File: config.mk
export PLATFORM = sky130hd
export DESIGN_NAME = decode_stage
export DESIGN_NICKNAME = d
export VERILOG_FILES = /design/src/logic/isa_pkg.sv /design/src/logic/control_unit.sv /design/src/logic/imm_gen.sv /design/src/logic/hazard_unit.sv /design/src/logic/branch_unit.sv /design/src/logic/muldiv_timer.sv /design/src/logic/decode_stage.sv
export VERILOG_INCLUDE_DIRS = /design/src /design/src/include
export SDC_FILE = /design/constraint.sdc
export NUM_CORES = 1
export LEC_CHECK = 0
export BUFFER_PORTS_ARGS = -buffer_cell sky130_fd_sc_hd__buf_4
export CORE_UTILIZATION = 30
export CTS_CLUSTER_SIZE = 40
export DETAILED_ROUTE_END_ITERATION = 6
export PLACE_DENSITY_LB_ADDON = 0.2
export SYNTH_ARGS = -nofsm -noshare
export SYNTH_HDL_FRONTEND = slang
export SYNTH_SLANG_ARGS = --single-unit
File: constraint.sdc
create_clock -name bus -period 13.5 [get_ports bus]
set_input_delay 1.35 -clock bus [delete_from_list [all_inputs] [get_ports bus]]
set_output_delay 1.35 -clock bus [all_outputs]
set_load 0.005 [all_outputs]
File: src/include/decode_params.svh
`ifndef DECODE_PARAMS_SVH
`define DECODE_PARAMS_SVH

// Base opcodes
`define OP_LUI    7'b0110111
`define OP_AUIPC  7'b0010111
`define OP_JAL    7'b1101111
`define OP_JALR   7'b1100111
`define OP_BRANCH 7'b1100011
`define OP_LOAD   7'b0000011
`define OP_STORE  7'b0100011
`define OP_IMM    7'b0010011
`define OP_REG    7'b0110011

// ALU operations seen by execute
`define ALU_ADD   4'd0
`define ALU_SUB   4'd1
`define ALU_SLL   4'd2
`define ALU_SLT   4'd3
`define ALU_SLTU  4'd4
`define ALU_XOR   4'd5
`define ALU_SRL   4'd6
`define ALU_SRA   4'd7
`define ALU_OR    4'd8
`define ALU_AND   4'd9
`define ALU_PASSB 4'd10

`define PC_W        16
`define MUL_LATENCY 4

`endif

File: src/logic/isa_pkg.sv
`default_nettype none

package isa_pkg;

  ////////////////////////////////////////
  // Instruction word and its format views
  ////////////////////////////////////////

  // All views share opcode, rd, funct3, rs1 and rs2 bit positions
  typedef union packed {
    struct packed {
      logic [6:0] funct7;
      logic [4:0] rs2;
      logic [4:0] rs1;
      logic [2:0] funct3;
      logic [4:0] rd;
      logic [6:0] opcode;
    } r;
    struct packed {
      logic [11:0] imm11_0;
      logic [4:0]  rs1;
      logic [2:0]  funct3;
      logic [4:0]  rd;
      logic [6:0]  opcode;
    } i;
    struct packed {
      logic [6:0] imm11_5;
      logic [4:0] rs2;
      logic [4:0] rs1;
      logic [2:0] funct3;
      logic [4:0] imm4_0;
      logic [6:0] opcode;
    } s;
    struct packed {
      logic       imm12;
      logic [5:0] imm10_5;
      logic [4:0] rs2;
      logic [4:0] rs1;
      logic [2:0] funct3;
      logic [3:0] imm4_1;
      logic       imm11;
      logic [6:0] opcode;
    } b;
    struct packed {
      logic [19:0] imm31_12;
      logic [4:0]  rd;
      logic [6:0]  opcode;
    } u;
    struct packed {
      logic       imm20;
      logic [9:0] imm10_1;
      logic       imm11;
      logic [7:0] imm19_12;
      logic [4:0] rd;
      logic [6:0] opcode;
    } j;
  } instr_u;

endpackage

`default_nettype wire

File: src/logic/control_unit.sv
`default_nettype none
`include "decode_params.svh"

module control_unit (
  input  isa_pkg::instr_u ins,
  output logic [3:0]      alu_op,
  output logic            alusrc,
  output logic            memread,
  output logic            memwrite,
  output logic            regwrite,
  output logic            branch,
  output logic            jal,
  output logic            jalr,
  output logic            is_mul,
  output logic            uses_rs1,
  output logic            uses_rs2
);

  // ALU operation from funct3; alt is funct7 bit 5
  function automatic logic [3:0] alu_sel(input logic [2:0] f3, input logic alt,
                                         input logic allow_sub);
    case (f3)
      3'b000:  alu_sel = (alt && allow_sub) ? `ALU_SUB : `ALU_ADD;
      3'b001:  alu_sel = `ALU_SLL;
      3'b010:  alu_sel = `ALU_SLT;
      3'b011:  alu_sel = `ALU_SLTU;
      3'b100:  alu_sel = `ALU_XOR;
      3'b101:  alu_sel = alt ? `ALU_SRA : `ALU_SRL;
      3'b110:  alu_sel = `ALU_OR;
      default: alu_sel = `ALU_AND;
    endcase
  endfunction

  always_comb begin
    alu_op   = `ALU_ADD;
    alusrc   = 1'b0;
    memread  = 1'b0;
    memwrite = 1'b0;
    regwrite = 1'b0;
    branch   = 1'b0;
    jal      = 1'b0;
    jalr     = 1'b0;
    is_mul   = 1'b0;
    uses_rs1 = 1'b0;
    uses_rs2 = 1'b0;
    case (ins.r.opcode)
      `OP_REG: begin
        // M extension: only MUL is supported
        if (ins.r.funct7 == 7'b0000001) begin
          if (ins.r.funct3 == 3'b000) begin
            is_mul   = 1'b1;
            regwrite = 1'b1;
            uses_rs1 = 1'b1;
            uses_rs2 = 1'b1;
          end
        end else begin
          alu_op   = alu_sel(ins.r.funct3, ins.r.funct7[5], 1'b1);
          regwrite = 1'b1;
          uses_rs1 = 1'b1;
          uses_rs2 = 1'b1;
        end
      end
      `OP_IMM: begin
        alu_op   = alu_sel(ins.r.funct3, ins.r.funct7[5], 1'b0);
        alusrc   = 1'b1;
        regwrite = 1'b1;
        uses_rs1 = 1'b1;
      end
      `OP_LOAD: begin
        alusrc   = 1'b1;
        memread  = 1'b1;
        regwrite = 1'b1;
        uses_rs1 = 1'b1;
      end
      `OP_STORE: begin
        alusrc   = 1'b1;
        memwrite = 1'b1;
        uses_rs1 = 1'b1;
        uses_rs2 = 1'b1;
      end
      `OP_BRANCH: begin
        alu_op   = `ALU_SUB;
        branch   = 1'b1;
        uses_rs1 = 1'b1;
        uses_rs2 = 1'b1;
      end
      `OP_JAL: begin
        jal      = 1'b1;
        alusrc   = 1'b1;
        regwrite = 1'b1;
      end
      `OP_JALR: begin
        jalr     = 1'b1;
        alusrc   = 1'b1;
        regwrite = 1'b1;
        uses_rs1 = 1'b1;
      end
      `OP_LUI: begin
        alu_op   = `ALU_PASSB;
        alusrc   = 1'b1;
        regwrite = 1'b1;
      end
      `OP_AUIPC: begin
        alusrc   = 1'b1;
        regwrite = 1'b1;
      end
      default: begin
      end
    endcase
  end

endmodule

`default_nettype wire

File: src/logic/imm_gen.sv
`default_nettype none
`include "decode_params.svh"

module imm_gen (
  input  isa_pkg::instr_u ins,
  output logic [31:0]     imm
);

  always_comb begin
    case (ins.r.opcode)
      // I format
      `OP_IMM, `OP_LOAD, `OP_JALR: begin
        imm = {{20{ins.i.imm11_0[11]}}, ins.i.imm11_0};
      end
      `OP_STORE: begin
        imm = {{20{ins.s.imm11_5[6]}}, ins.s.imm11_5, ins.s.imm4_0};
      end
      // B format, offset in halfwords
      `OP_BRANCH: begin
        imm = {{19{ins.b.imm12}}, ins.b.imm12, ins.b.imm11, ins.b.imm10_5,
               ins.b.imm4_1, 1'b0};
      end
      `OP_LUI, `OP_AUIPC: begin
        imm = {ins.u.imm31_12, 12'h000};
      end
      `OP_JAL: begin
        imm = {{11{ins.j.imm20}}, ins.j.imm20, ins.j.imm19_12, ins.j.imm11,
               ins.j.imm10_1, 1'b0};
      end
      // R-type and unknown opcodes
      default: imm = 32'h0000_0000;
    endcase
  end

endmodule

`default_nettype wire

File: src/logic/hazard_unit.sv
`default_nettype none

module hazard_unit (
  input  logic [4:0] rs1_addr,
  input  logic [4:0] rs2_addr,
  input  logic       uses_rs1,
  input  logic       uses_rs2,
  input  logic       branch,
  input  logic       jalr,
  input  logic [4:0] id_ex_rd,
  input  logic       id_ex_regwrite,
  input  logic       id_ex_memread,
  input  logic [4:0] ex_mem_rd,
  input  logic       ex_mem_memread,
  output logic       hz
);

  logic idex_match;
  logic exmem_match;
  logic resolves_in_id;
  logic load_use;
  logic br_dep_idex;
  logic br_dep_exmem;

  // x0 never creates a dependency
  assign idex_match = (id_ex_rd != 5'd0) &&
                      ((uses_rs1 && (rs1_addr == id_ex_rd)) ||
                       (uses_rs2 && (rs2_addr == id_ex_rd)));

  assign exmem_match = (ex_mem_rd != 5'd0) &&
                       ((uses_rs1 && (rs1_addr == ex_mem_rd)) ||
                        (uses_rs2 && (rs2_addr == ex_mem_rd)));

  // Branches and JALR read operands here in decode
  assign resolves_in_id = branch || jalr;

  assign load_use     = id_ex_memread && idex_match;
  assign br_dep_idex  = resolves_in_id && id_ex_regwrite && idex_match;
  assign br_dep_exmem = resolves_in_id && ex_mem_memread && exmem_match;

  assign hz = load_use || br_dep_idex || br_dep_exmem;

endmodule

`default_nettype wire

File: src/logic/branch_unit.sv
`default_nettype none
`include "decode_params.svh"

module branch_unit (
  input  isa_pkg::instr_u  ins,
  input  logic [`PC_W-1:0] if_id_pc,
  input  logic [31:0]      imm,
  input  logic             branch,
  input  logic             jal,
  input  logic             jalr,
  input  logic [31:0]      rs1_data,
  input  logic [31:0]      rs2_data,
  input  logic [4:0]       ex_mem_rd,
  input  logic             ex_mem_regwrite,
  input  logic             ex_mem_memread,
  input  logic [31:0]      ex_mem_alures,
  input  logic [4:0]       mem_wb_rd,
  input  logic             mem_wb_regwrite,
  input  logic [31:0]      wb_res,
  output logic             branch_taken_raw,
  output logic [`PC_W-1:0] branch_target
);

  logic [31:0]      op1;
  logic [31:0]      op2;
  logic             cond;
  logic [31:0]      jalr_sum;
  logic [`PC_W-1:0] pc_sum;

  // EX/MEM result first, then WB, then the register file
  function automatic logic [31:0] fwd(input logic [4:0] addr, input logic [31:0] reg_val);
    if (ex_mem_regwrite && !ex_mem_memread && (ex_mem_rd != 5'd0) && (ex_mem_rd == addr))
      fwd = ex_mem_alures;
    else if (mem_wb_regwrite && (mem_wb_rd != 5'd0) && (mem_wb_rd == addr))
      fwd = wb_res;
    else
      fwd = reg_val;
  endfunction

  always_comb begin
    op1 = fwd(ins.r.rs1, rs1_data);
    op2 = fwd(ins.r.rs2, rs2_data);
  end

  ////////////////////////////////////////
  // Condition by funct3
  ////////////////////////////////////////
  always_comb begin
    case (ins.b.funct3)
      3'b000:  cond = (op1 == op2);
      3'b001:  cond = (op1 != op2);
      3'b100:  cond = ($signed(op1) < $signed(op2));
      3'b101:  cond = ($signed(op1) >= $signed(op2));
      3'b110:  cond = (op1 < op2);
      3'b111:  cond = (op1 >= op2);
      default: cond = 1'b0;
    endcase
  end

  assign branch_taken_raw = jal || jalr || (branch && cond);

  // Targets
  assign jalr_sum = op1 + imm;
  assign pc_sum   = if_id_pc + imm[`PC_W-1:0];

  assign branch_target = jalr ? {jalr_sum[`PC_W-1:1], 1'b0} : pc_sum;

endmodule

`default_nettype wire

File: src/logic/muldiv_timer.sv
`default_nettype none
`include "decode_params.svh"

module muldiv_timer #(
  parameter int latency = `MUL_LATENCY
) (
  input  logic bus,
  input  logic arst_n,
  input  logic start,
  input  logic hold,
  output logic busy,
  output logic mul_ready
);

  localparam int cnt_w = (latency > 1) ? $clog2(latency) : 1;

  logic [cnt_w-1:0] cnt;

  // Down counter, loaded with latency-1 so ready comes latency cycles after start
  always_ff @(posedge bus or negedge arst_n) begin
    if (!arst_n) begin
      busy <= 1'b0;
      cnt  <= '0;
    end else if (!hold) begin
      if (!busy) begin
        if (start) begin
          busy <= 1'b1;
          cnt  <= cnt_w'(latency - 1);
        end
      end else if (cnt == '0) begin
        // Multiply issues on this edge
        busy <= 1'b0;
      end else begin
        cnt <= cnt - 1'b1;
      end
    end
  end

  assign mul_ready = busy && (cnt == '0);

endmodule

`default_nettype wire

File: src/logic/decode_stage.sv
`default_nettype none
`include "decode_params.svh"

module decode_stage (
  input  logic             bus,
  input  logic             arst_n,
  input  isa_pkg::instr_u  ins,
  input  logic [`PC_W-1:0] if_id_pc,
  input  logic [31:0]      rs1_data,
  input  logic [31:0]      rs2_data,
  input  logic [4:0]       ex_mem_rd,
  input  logic             ex_mem_regwrite,
  input  logic             ex_mem_memread,
  input  logic [31:0]      ex_mem_alures,
  input  logic [4:0]       mem_wb_rd,
  input  logic             mem_wb_regwrite,
  input  logic [31:0]      wb_res,
  input  logic             hold,
  output logic [4:0]       rs1_addr,
  output logic [4:0]       rs2_addr,
  output logic             stall,
  output logic             branch_taken,
  output logic [`PC_W-1:0] branch_target,
  output logic [3:0]       id_ex_alu_op,
  output logic             id_ex_alusrc,
  output logic             id_ex_memread,
  output logic             id_ex_memwrite,
  output logic             id_ex_regwrite,
  output logic             id_ex_mul,
  output logic [4:0]       id_ex_rs1,
  output logic [4:0]       id_ex_rs2,
  output logic [4:0]       id_ex_rd,
  output logic [31:0]      id_ex_rs1_data,
  output logic [31:0]      id_ex_rs2_data,
  output logic [31:0]      id_ex_imm,
  output logic [`PC_W-1:0] id_ex_pc
);

  logic [3:0]  dec_alu_op;
  logic        dec_alusrc;
  logic        dec_memread;
  logic        dec_memwrite;
  logic        dec_regwrite;
  logic        dec_branch;
  logic        dec_jal;
  logic        dec_jalr;
  logic        dec_mul;
  logic        dec_uses_rs1;
  logic        dec_uses_rs2;
  logic [31:0] imm;
  logic        hz;
  logic        branch_taken_raw;
  logic        mul_busy;
  logic        mul_ready;
  logic        flush_q;
  logic        live;

  assign rs1_addr = ins.r.rs1;
  assign rs2_addr = ins.r.rs2;

  control_unit u_ctrl (
    .ins      (ins),
    .alu_op   (dec_alu_op),
    .alusrc   (dec_alusrc),
    .memread  (dec_memread),
    .memwrite (dec_memwrite),
    .regwrite (dec_regwrite),
    .branch   (dec_branch),
    .jal      (dec_jal),
    .jalr     (dec_jalr),
    .is_mul   (dec_mul),
    .uses_rs1 (dec_uses_rs1),
    .uses_rs2 (dec_uses_rs2)
  );

  imm_gen u_imm (
    .ins (ins),
    .imm (imm)
  );

  // Squashed instruction must not stall or start the multiplier
  assign live = !flush_q;

  hazard_unit u_hz (
    .rs1_addr       (rs1_addr),
    .rs2_addr       (rs2_addr),
    .uses_rs1       (dec_uses_rs1 && live),
    .uses_rs2       (dec_uses_rs2 && live),
    .branch         (dec_branch && live),
    .jalr           (dec_jalr && live),
    .id_ex_rd       (id_ex_rd),
    .id_ex_regwrite (id_ex_regwrite),
    .id_ex_memread  (id_ex_memread),
    .ex_mem_rd      (ex_mem_rd),
    .ex_mem_memread (ex_mem_memread),
    .hz             (hz)
  );

  branch_unit u_br (
    .ins              (ins),
    .if_id_pc         (if_id_pc),
    .imm              (imm),
    .branch           (dec_branch),
    .jal              (dec_jal),
    .jalr             (dec_jalr),
    .rs1_data         (rs1_data),
    .rs2_data         (rs2_data),
    .ex_mem_rd        (ex_mem_rd),
    .ex_mem_regwrite  (ex_mem_regwrite),
    .ex_mem_memread   (ex_mem_memread),
    .ex_mem_alures    (ex_mem_alures),
    .mem_wb_rd        (mem_wb_rd),
    .mem_wb_regwrite  (mem_wb_regwrite),
    .wb_res           (wb_res),
    .branch_taken_raw (branch_taken_raw),
    .branch_target    (branch_target)
  );

  muldiv_timer #(.latency(`MUL_LATENCY)) u_mul (
    .bus       (bus),
    .arst_n    (arst_n),
    .start     (dec_mul && live && !hz && !mul_busy),
    .hold      (hold),
    .busy      (mul_busy),
    .mul_ready (mul_ready)
  );

  ////////////////////////////////////////
  // Stall merge and branch gating
  ////////////////////////////////////////
  assign stall = hz || (dec_mul && live && !mul_ready);

  // Operands not ready yet, so no redirect while stalled
  assign branch_taken = branch_taken_raw && live && !stall;

  ////////////////////////////////////////
  // ID/EX register
  ////////////////////////////////////////
  always_ff @(posedge bus or negedge arst_n) begin
    if (!arst_n) begin
      id_ex_alu_op   <= `ALU_ADD;
      id_ex_alusrc   <= 1'b0;
      id_ex_memread  <= 1'b0;
      id_ex_memwrite <= 1'b0;
      id_ex_regwrite <= 1'b0;
      id_ex_mul      <= 1'b0;
      id_ex_rs1      <= 5'd0;
      id_ex_rs2      <= 5'd0;
      id_ex_rd       <= 5'd0;
      flush_q        <= 1'b0;
    end else if (!hold) begin
      flush_q <= branch_taken;
      if (stall || flush_q) begin
        // Bubble
        id_ex_alu_op   <= `ALU_ADD;
        id_ex_alusrc   <= 1'b0;
        id_ex_memread  <= 1'b0;
        id_ex_memwrite <= 1'b0;
        id_ex_regwrite <= 1'b0;
        id_ex_mul      <= 1'b0;
        id_ex_rs1      <= 5'd0;
        id_ex_rs2      <= 5'd0;
        id_ex_rd       <= 5'd0;
      end else begin
        id_ex_alu_op   <= dec_alu_op;
        id_ex_alusrc   <= dec_alusrc;
        id_ex_memread  <= dec_memread;
        id_ex_memwrite <= dec_memwrite;
        id_ex_regwrite <= dec_regwrite;
        id_ex_mul      <= dec_mul;
        id_ex_rs1      <= rs1_addr;
        id_ex_rs2      <= rs2_addr;
        id_ex_rd       <= ins.r.rd;
      end
    end
  end

  // Payload, PC passes through bubbles too
  always_ff @(posedge bus) begin
    if (!hold) begin
      id_ex_rs1_data <= rs1_data;
      id_ex_rs2_data <= rs2_data;
      id_ex_imm      <= imm;
      id_ex_pc       <= if_id_pc;
    end
  end

endmodule

`default_nettype wire

### Word-level counts from Yosys, hierarchy flattened

Index checks and enable logic that the tools add are counted.

* bits in registers: 140

* add/subtract/negate cells: 3
* magnitude comparators: 4
* equal/unequal tests: 28
* multiplexer cells: 41
* bitwise logic cells: 1
* reduce and logical (&&, ||, !) cells: 58

Operators with widths (number)
* 32-bit case mux with 5 select lines: 1
* 32-bit 2-to-1 mux: 4
* 32-bit >= comparator: 2
* 32-bit < comparator: 2
* 4-bit case mux with 7 select lines: 2
* 5-bit == test: 8
* 16-bit adder: 2
* 32-bit == test: 1
* 32-bit inequality test: 1
* 1-bit logical AND: 30
* 7-bit by 6-bit == test with 1-bit output, second input constant: 3
* 7-bit == test, second input constant: 3
* 1-bit 2-to-1 mux: 20
* 16-bit 2-to-1 mux: 1
* 4-bit case mux with 4 select lines: 1
* 5-bit 2-to-1 mux: 3
* 5-bit nonzero test: 3
* 7-bit by 5-bit == test with 1-bit output, second input constant: 2
* 3-bit == test, second input constant: 4
* 1-bit logical OR: 9
* 4-bit 2-to-1 mux: 2
* 7-bit by 1-bit == test with 1-bit output, second input constant: 1
* 7-bit by 2-bit == test with 1-bit output, second input constant: 1
* 7-bit OR reduction: 1
* 17 further kinds: 28

### Logic depth before layout (Yosys ltp)

* word-level depth: 16
* mapped depth: 20
* gate-level depth less buffers: 18

### Modules after synthesis

A second synthesis with hierarchy kept.

* cell total of the unflattened synthesis: 1005
* area, all modules: 10109.7 um^2

By module, submodules not included
* decode_stage: instances 1, cells each 245, area each 4779.6 um^2, seq. area each 3988.8 um^2
* branch_unit: instances 1, cells each 575, area each 3987.6 um^2, seq. area each 0.0 um^2
* imm_gen: instances 1, cells each 79, area each 546.8 um^2, seq. area each 0.0 um^2
* control_unit: instances 1, cells each 53, area each 320.3 um^2, seq. area each 0.0 um^2
* hazard_unit: instances 1, cells each 34, area each 280.3 um^2, seq. area each 0.0 um^2
* muldiv_timer: instances 1, cells each 19, area each 195.2 um^2, seq. area each 75.1 um^2

### Least setup slack after synthesis

No wires, ideal clock.

* path kind: input port to output port
* start: input mem_wb_rd[0]
* end: output branch_target[14]
* arrival time: 5.232 ns
* required time: 12.150 ns
* slack: 6.918 ns
* stages: 19
* path buffers: 2
* cells stage by stage: or4_4 o211ai_2 or2_1 buf_2 clkbuf_1 mux2i_1 o21ai_0 fa_1 a21o_1 a21oi_1 o21bai_1 a21oi_1 nor2b_1 nor2_1 o31ai_1 or4_1 nand3b_1 a31oi_1 a22oi_1

* longest elaborated chain between the ends: 7

Ends and longest elaborated chain
* start: declaration: RTL line decode_stage.sv:15 `input logic [4:0] mem_wb_rd,`
* 5-bit nonzero test: RTL line branch_unit.sv:34 `else if (mem_wb_regwrite && (mem_wb_rd != 5'd0) && (mem_wb_rd == addr))`
* 1-bit logical AND: RTL line branch_unit.sv:34
* 1-bit logical AND *: RTL line branch_unit.sv:34
* 32-bit 2-to-1 mux *: RTL line branch_unit.sv:34
* 32-bit 2-to-1 mux *: RTL line branch_unit.sv:32 `if (ex_mem_regwrite && !ex_mem_memread && (ex_mem_rd != 5'd0) && (ex_mem_rd == addr))`
* 16-bit adder *: RTL line branch_unit.sv:63 `assign jalr_sum = op1 + imm;`
* 16-bit 2-to-1 mux *: RTL line branch_unit.sv:66 `` assign branch_target = jalr ? {jalr_sum[`PC_W-1:1], 1'b0} : pc_sum; ``
* end: declaration: RTL line decode_stage.sv:23 `` output logic [`PC_W-1:0] branch_target, ``

Mark *: on every way between the ends. The rest lies on a longest branch, timed or not.

### Worst setup path after layout

* start: input mem_wb_rd[0]
* end: output branch_taken

* longest elaborated chain between the ends: 11

Ends and longest elaborated chain
* 5-bit nonzero test: RTL line branch_unit.sv:34
* 1-bit logical AND (2 in series): RTL line branch_unit.sv:34
* 32-bit 2-to-1 mux: RTL line branch_unit.sv:34
* 32-bit 2-to-1 mux: RTL line branch_unit.sv:32
* 32-bit >= comparator (tied with other cells): RTL line branch_unit.sv:55 `3'b111: cond = (op1 >= op2);`
* 1-bit case mux with 6 select lines *: RTL line branch_unit.sv:49 `case (ins.b.funct3)`
* 1-bit logical AND *: RTL line branch_unit.sv:60 `assign branch_taken_raw = jal || jalr || (branch && cond);`
* 1-bit logical OR *: RTL line branch_unit.sv:60
* 1-bit logical AND * (2 in series): RTL line decode_stage.sv:134 `assign branch_taken = branch_taken_raw && live && !stall;`
* end: declaration: RTL line decode_stage.sv:22 `output logic branch_taken,`

Marks and branches as above.

==> results.md <==
- Least-Margin Pin Slew: 0.863 ns
- Die X: 177 um
- Post-synthesis xor/xnor area fraction: 5.15%
- Fin crit share: 55.5%
- Final std cells w/o fill: 1612
- Routed Antenna Nets: 0
- Total CTS buffers: 17
- GR Overflow Total: 0
- Die H: 177 um
- Wire per inst: 19.8 um
- Multiplexer area fraction after synthesis: 7.71%
- Slowest CP cell: nor4_1
- Final nets: 1465
- Max-slew violations: 0
- Skew final: 0.00932 ns
- Worst R2R Setup Slack: 11.12 ns
- H-tree depth: 4
- Synth Register Bits: 140
- Initial Util: 30.7%
- # DRC: 0
- Max-cap violations: 0
- Antenna violations before repair: 1
- Adder-Cell Fraction of Synth Area: 8.91%
- Post-synthesis compound-gate area fraction: 17.7%
- Fraction of registers with async set/reset: 20.0%
- Syn Nets: 1135
- Final Setup Violations: 0
- Design Power: 1.24 mW
- Worst Path Arrival: 6.14 ns
- Die Area: 31200 sq um
- CP max stage delay: 0.60 ns
- CTS Buffer Depth: 2
- Largest net degree at the start of global routing: 66
- Highest-count cells in the layout ignoring fill and taps: buf_4 (363), edfxtp_1 (112), nand2_1 (75), a21oi_1 (68), mux2i_1 (66)
- Synth Area in Simple Gates: 12.9%
- Min-Delay Path Class: reg -> reg
- RSZ-0062 raised after global routing: false
- CP required: 12.15 ns
- Fmax: 133 MHz
- Most used cell, CP: buf_4
- Final wirelength: 31900 um
- Placer congestion estimate: 0.840
- Drt initial violations: 567
- PortBufs: 355
- Filler Cells Inserted: 2948
- Synth Instances: 879
- Post-Syn Area: 9150 sq um
- Number of synthesized flops with an enable pin: 112
- Initial DRT Pass Iterations: 5
- Power density over the cells: 97.1 nW/um^2
- Syn Area/Cell: 10.4 sq um
- DR vias/cell: 4.97
- Clk pin slew, worst setup/hold paths: 0.05 ns
- Number of buffers and inverters on the critical path: 3
- Max FO, Critical Path: 32
- CTS sink cnt: 140
- Main flop type after synthesis: edfxtp_1
- Crit Path Class: in -> out
- Library cells used by synthesis: 69
- CTS root buf: clkbuf_16
- Most common cell after layout, fill and taps aside: buf_4
- Post_cts resized: 0
- First-pass GRT wire length: 46800 um
- Syn. warnings: 0
- Vias in the first global route: 7858
- HPWL after detailed placement: 25100 um
- Hold-fix buffers at CTS: 0
- CTS tree: built
- Status: finished, final reports clean
- Fin crit period: 7.49 ns
- # rows: 63
- Post-Route Setup TNS: 0 ns
- Hold Fails Final Rpt: 0
- Largest family of logic cells by synthesized area: compound AO/OA/AOI/OAI gates
- Max IR drop VDD: 0.0675 mV
- Crit-path cells: buf_4 -> or4_4 -> o211ai_2 -> or2_2 -> buf_4 -> mux2i_1 -> o21ai_0 -> ha_1 -> nand4_1 -> nor4_1 -> nand3_1 -> a31oi_1 -> mux2_2 -> a21oi_1 -> a211oi_1 -> o21ai_0 -> nor3_1 -> buf_4
- Core region area: 29800 sq um
- Crit. End Element: output pin
- Seq/Total Area, Yosys: 44.4%
- Share of layout cells above drive strength 1: 34.3%
- Via count: 8018
- Clk_lat worst skew: 0.43 ns
- Slew headroom: 42.5%
- Delay-heaviest family, CP: simple AND/OR/NAND/NOR gates
- Inst Count DP: 1580
- GRT Util Overall: 20.2%
- Critical Path Source Type: input pin
- Num ports: 356
- Area Overhead vs Synth: 38.9%
- Static Leak: 6.08 nW
- Post-CTS Setup Inserts: 0
==> synthesized netlist by cell type, types with 2 or more instances <==
cell / n / area share [%]
edfxtp_1: 112 / 37
nand2_1: 75 / 3.1
a21oi_1: 68 / 3.7
mux2i_1: 66 / 7.2
o21ai_0: 63 / 3.4
ha_1: 62 / 8.5
nor2_1: 61 / 2.5
a21o_1: 39 / 3.2
clkbuf_1: 35 / 1.4
dfrtp_1: 28 / 7.7
xnor2_1: 26 / 2.5
xor2_1: 26 / 2.5
nor3_1: 21 / 1.1
a22o_1: 20 / 1.9
inv_1: 14 / 0.57
nor2b_1: 13 / 0.89
buf_4: 10 / 0.82
nand3_1: 10 / 0.55
a211oi_1: 9 / 0.74
o21a_1: 9 / 0.74
nand2b_1: 8 / 0.55
nand4_1: 8 / 0.55
or3_1: 8 / 0.55
buf_2: 6 / 0.33
o31ai_1: 6 / 0.49
or2_2: 5 / 0.34
mux2_2: 4 / 0.49
o211ai_1: 4 / 0.33
or4_1: 4 / 0.33
a22oi_1: 3 / 0.25
a31oi_1: 3 / 0.21
nand3b_1: 3 / 0.25
nor4_1: 3 / 0.21
o31a_1: 3 / 0.29
a21boi_0: 2 / 0.16
a31o_2: 2 / 0.19
a31oi_2: 2 / 0.27
a32o_1: 2 / 0.22
and2_1: 2 / 0.14
and3_1: 2 / 0.14
fa_1: 2 / 0.44
o21bai_1: 2 / 0.16
or4_4: 2 / 0.25
==> through the flow <==
step | hold slack (ns) | utilization (%) | worst slack (ns) | instance area (sq um)
after floorplan | 0.476 | - | 6.92 | 9150
after global placement | 0.478 | 40.8 | 5.97 | 12100
after detailed placement | 0.485 | 40.8 | 5.99 | 12100
after CTS | 0.499 | 42.7 | 5.99 | 12700
after global routing | 0.511 | 42.7 | 5.64 | 12700
final | 0.495 | 42.7 | 6.01 | 12700
==> sequential cells by signal (all words and copies together), names as in the netlist, 2 cells and up <==
| name | cells |
|---|---|
| id_ex_imm | 32 |
| id_ex_alu_op | 4 |
| id_ex_rd | 5 |
| id_ex_rs1 | 5 |
| u_mul.cnt | 2 |
| id_ex_rs1_data | 32 |
| id_ex_rs2 | 5 |
| id_ex_rs2_data | 32 |
| id_ex_pc | 16 |
==> layout make-up <==
| class | count | area, sq um | share of cell area (%) |
|---|---|---|---|
| inverters | 14 | 55.1 | 0.433 |
| repair buffers | 363 | 2730 | 21.4 |
| clock buffers | 22 | 444 | 3.49 |
| well taps | 390 | 488 | 3.84 |
| flip-flops and latches | 140 | 4060 | 32.0 |
| multi-input cells | 673 | 4820 | 37.9 |
| diodes | 1 | 2.50 | 0.0197 |
| clock inverters | 9 | 121 | 0.954 |
==> path summary, 6_finish.rpt <==
| kind | startpoint | end | cells after the start |
|---|---|---|---|
| min | id_ex_alusrc$_DFFE_PN0N_ | id_ex_alusrc$_DFFE_PN0N_ | 2 |
| max in group asynchronous | arst_n | id_ex_rs1[2]$_DFFE_PN0N_ | 1 |
| min reg2reg | id_ex_alusrc$_DFFE_PN0N_ | id_ex_alusrc$_DFFE_PN0N_ | 2 |
| max | mem_wb_rd[0] | branch_taken | 18 |
| min in group asynchronous | arst_n | id_ex_alu_op[3]$_DFFE_PN0N_ | 1 |
| max reg2reg | flush_q$_DFFE_PN0N_ | id_ex_alu_op[2]$_DFFE_PN0N_ | 8 |
==> worst reg2reg max path, cell delays in order (launching register included) <==
cell,delay (ns)
dfrtp_1,0.49
nor3_1,0.14
and3b_1,0.19
a21bo_1,0.18
a21oi_1,0.06
o21bai_1,0.16
nand2_1,0.19
nor3_4,0.62
a32o_1,0.28
==> where the power goes <==
part / total [mW] / leakage [nW] / switching, mW / internal (mW)
Combinational: 0.248 / 4.35 / 0.118 / 0.129
Sequential: 0.511 / 1.45 / 0.0115 / 0.500
Clock: 0.476 / 0.275 / 0.189 / 0.288
Total: 1.24 / 6.08 / 0.319 / 0.917
==> cell families after synthesis <==
group / Yosys count
buf+inv: 66
fa+ha+maj: 64
xor+xnor: 53
simple gates: 236
compound gates: 250
mux: 70
flops: 140
==> per-layer routing <==
layer  GRT usage (%)  part of all wire (%)  vias to the layer above
met5               0                     0                        -
met2            32.7                    47                      300
li1                -                     -                     3928
met4            6.61                   2.1                        0
met1            25.8                    43                     3761
met3            5.80                   8.2                       29
(Power assumes the default switching activity.)
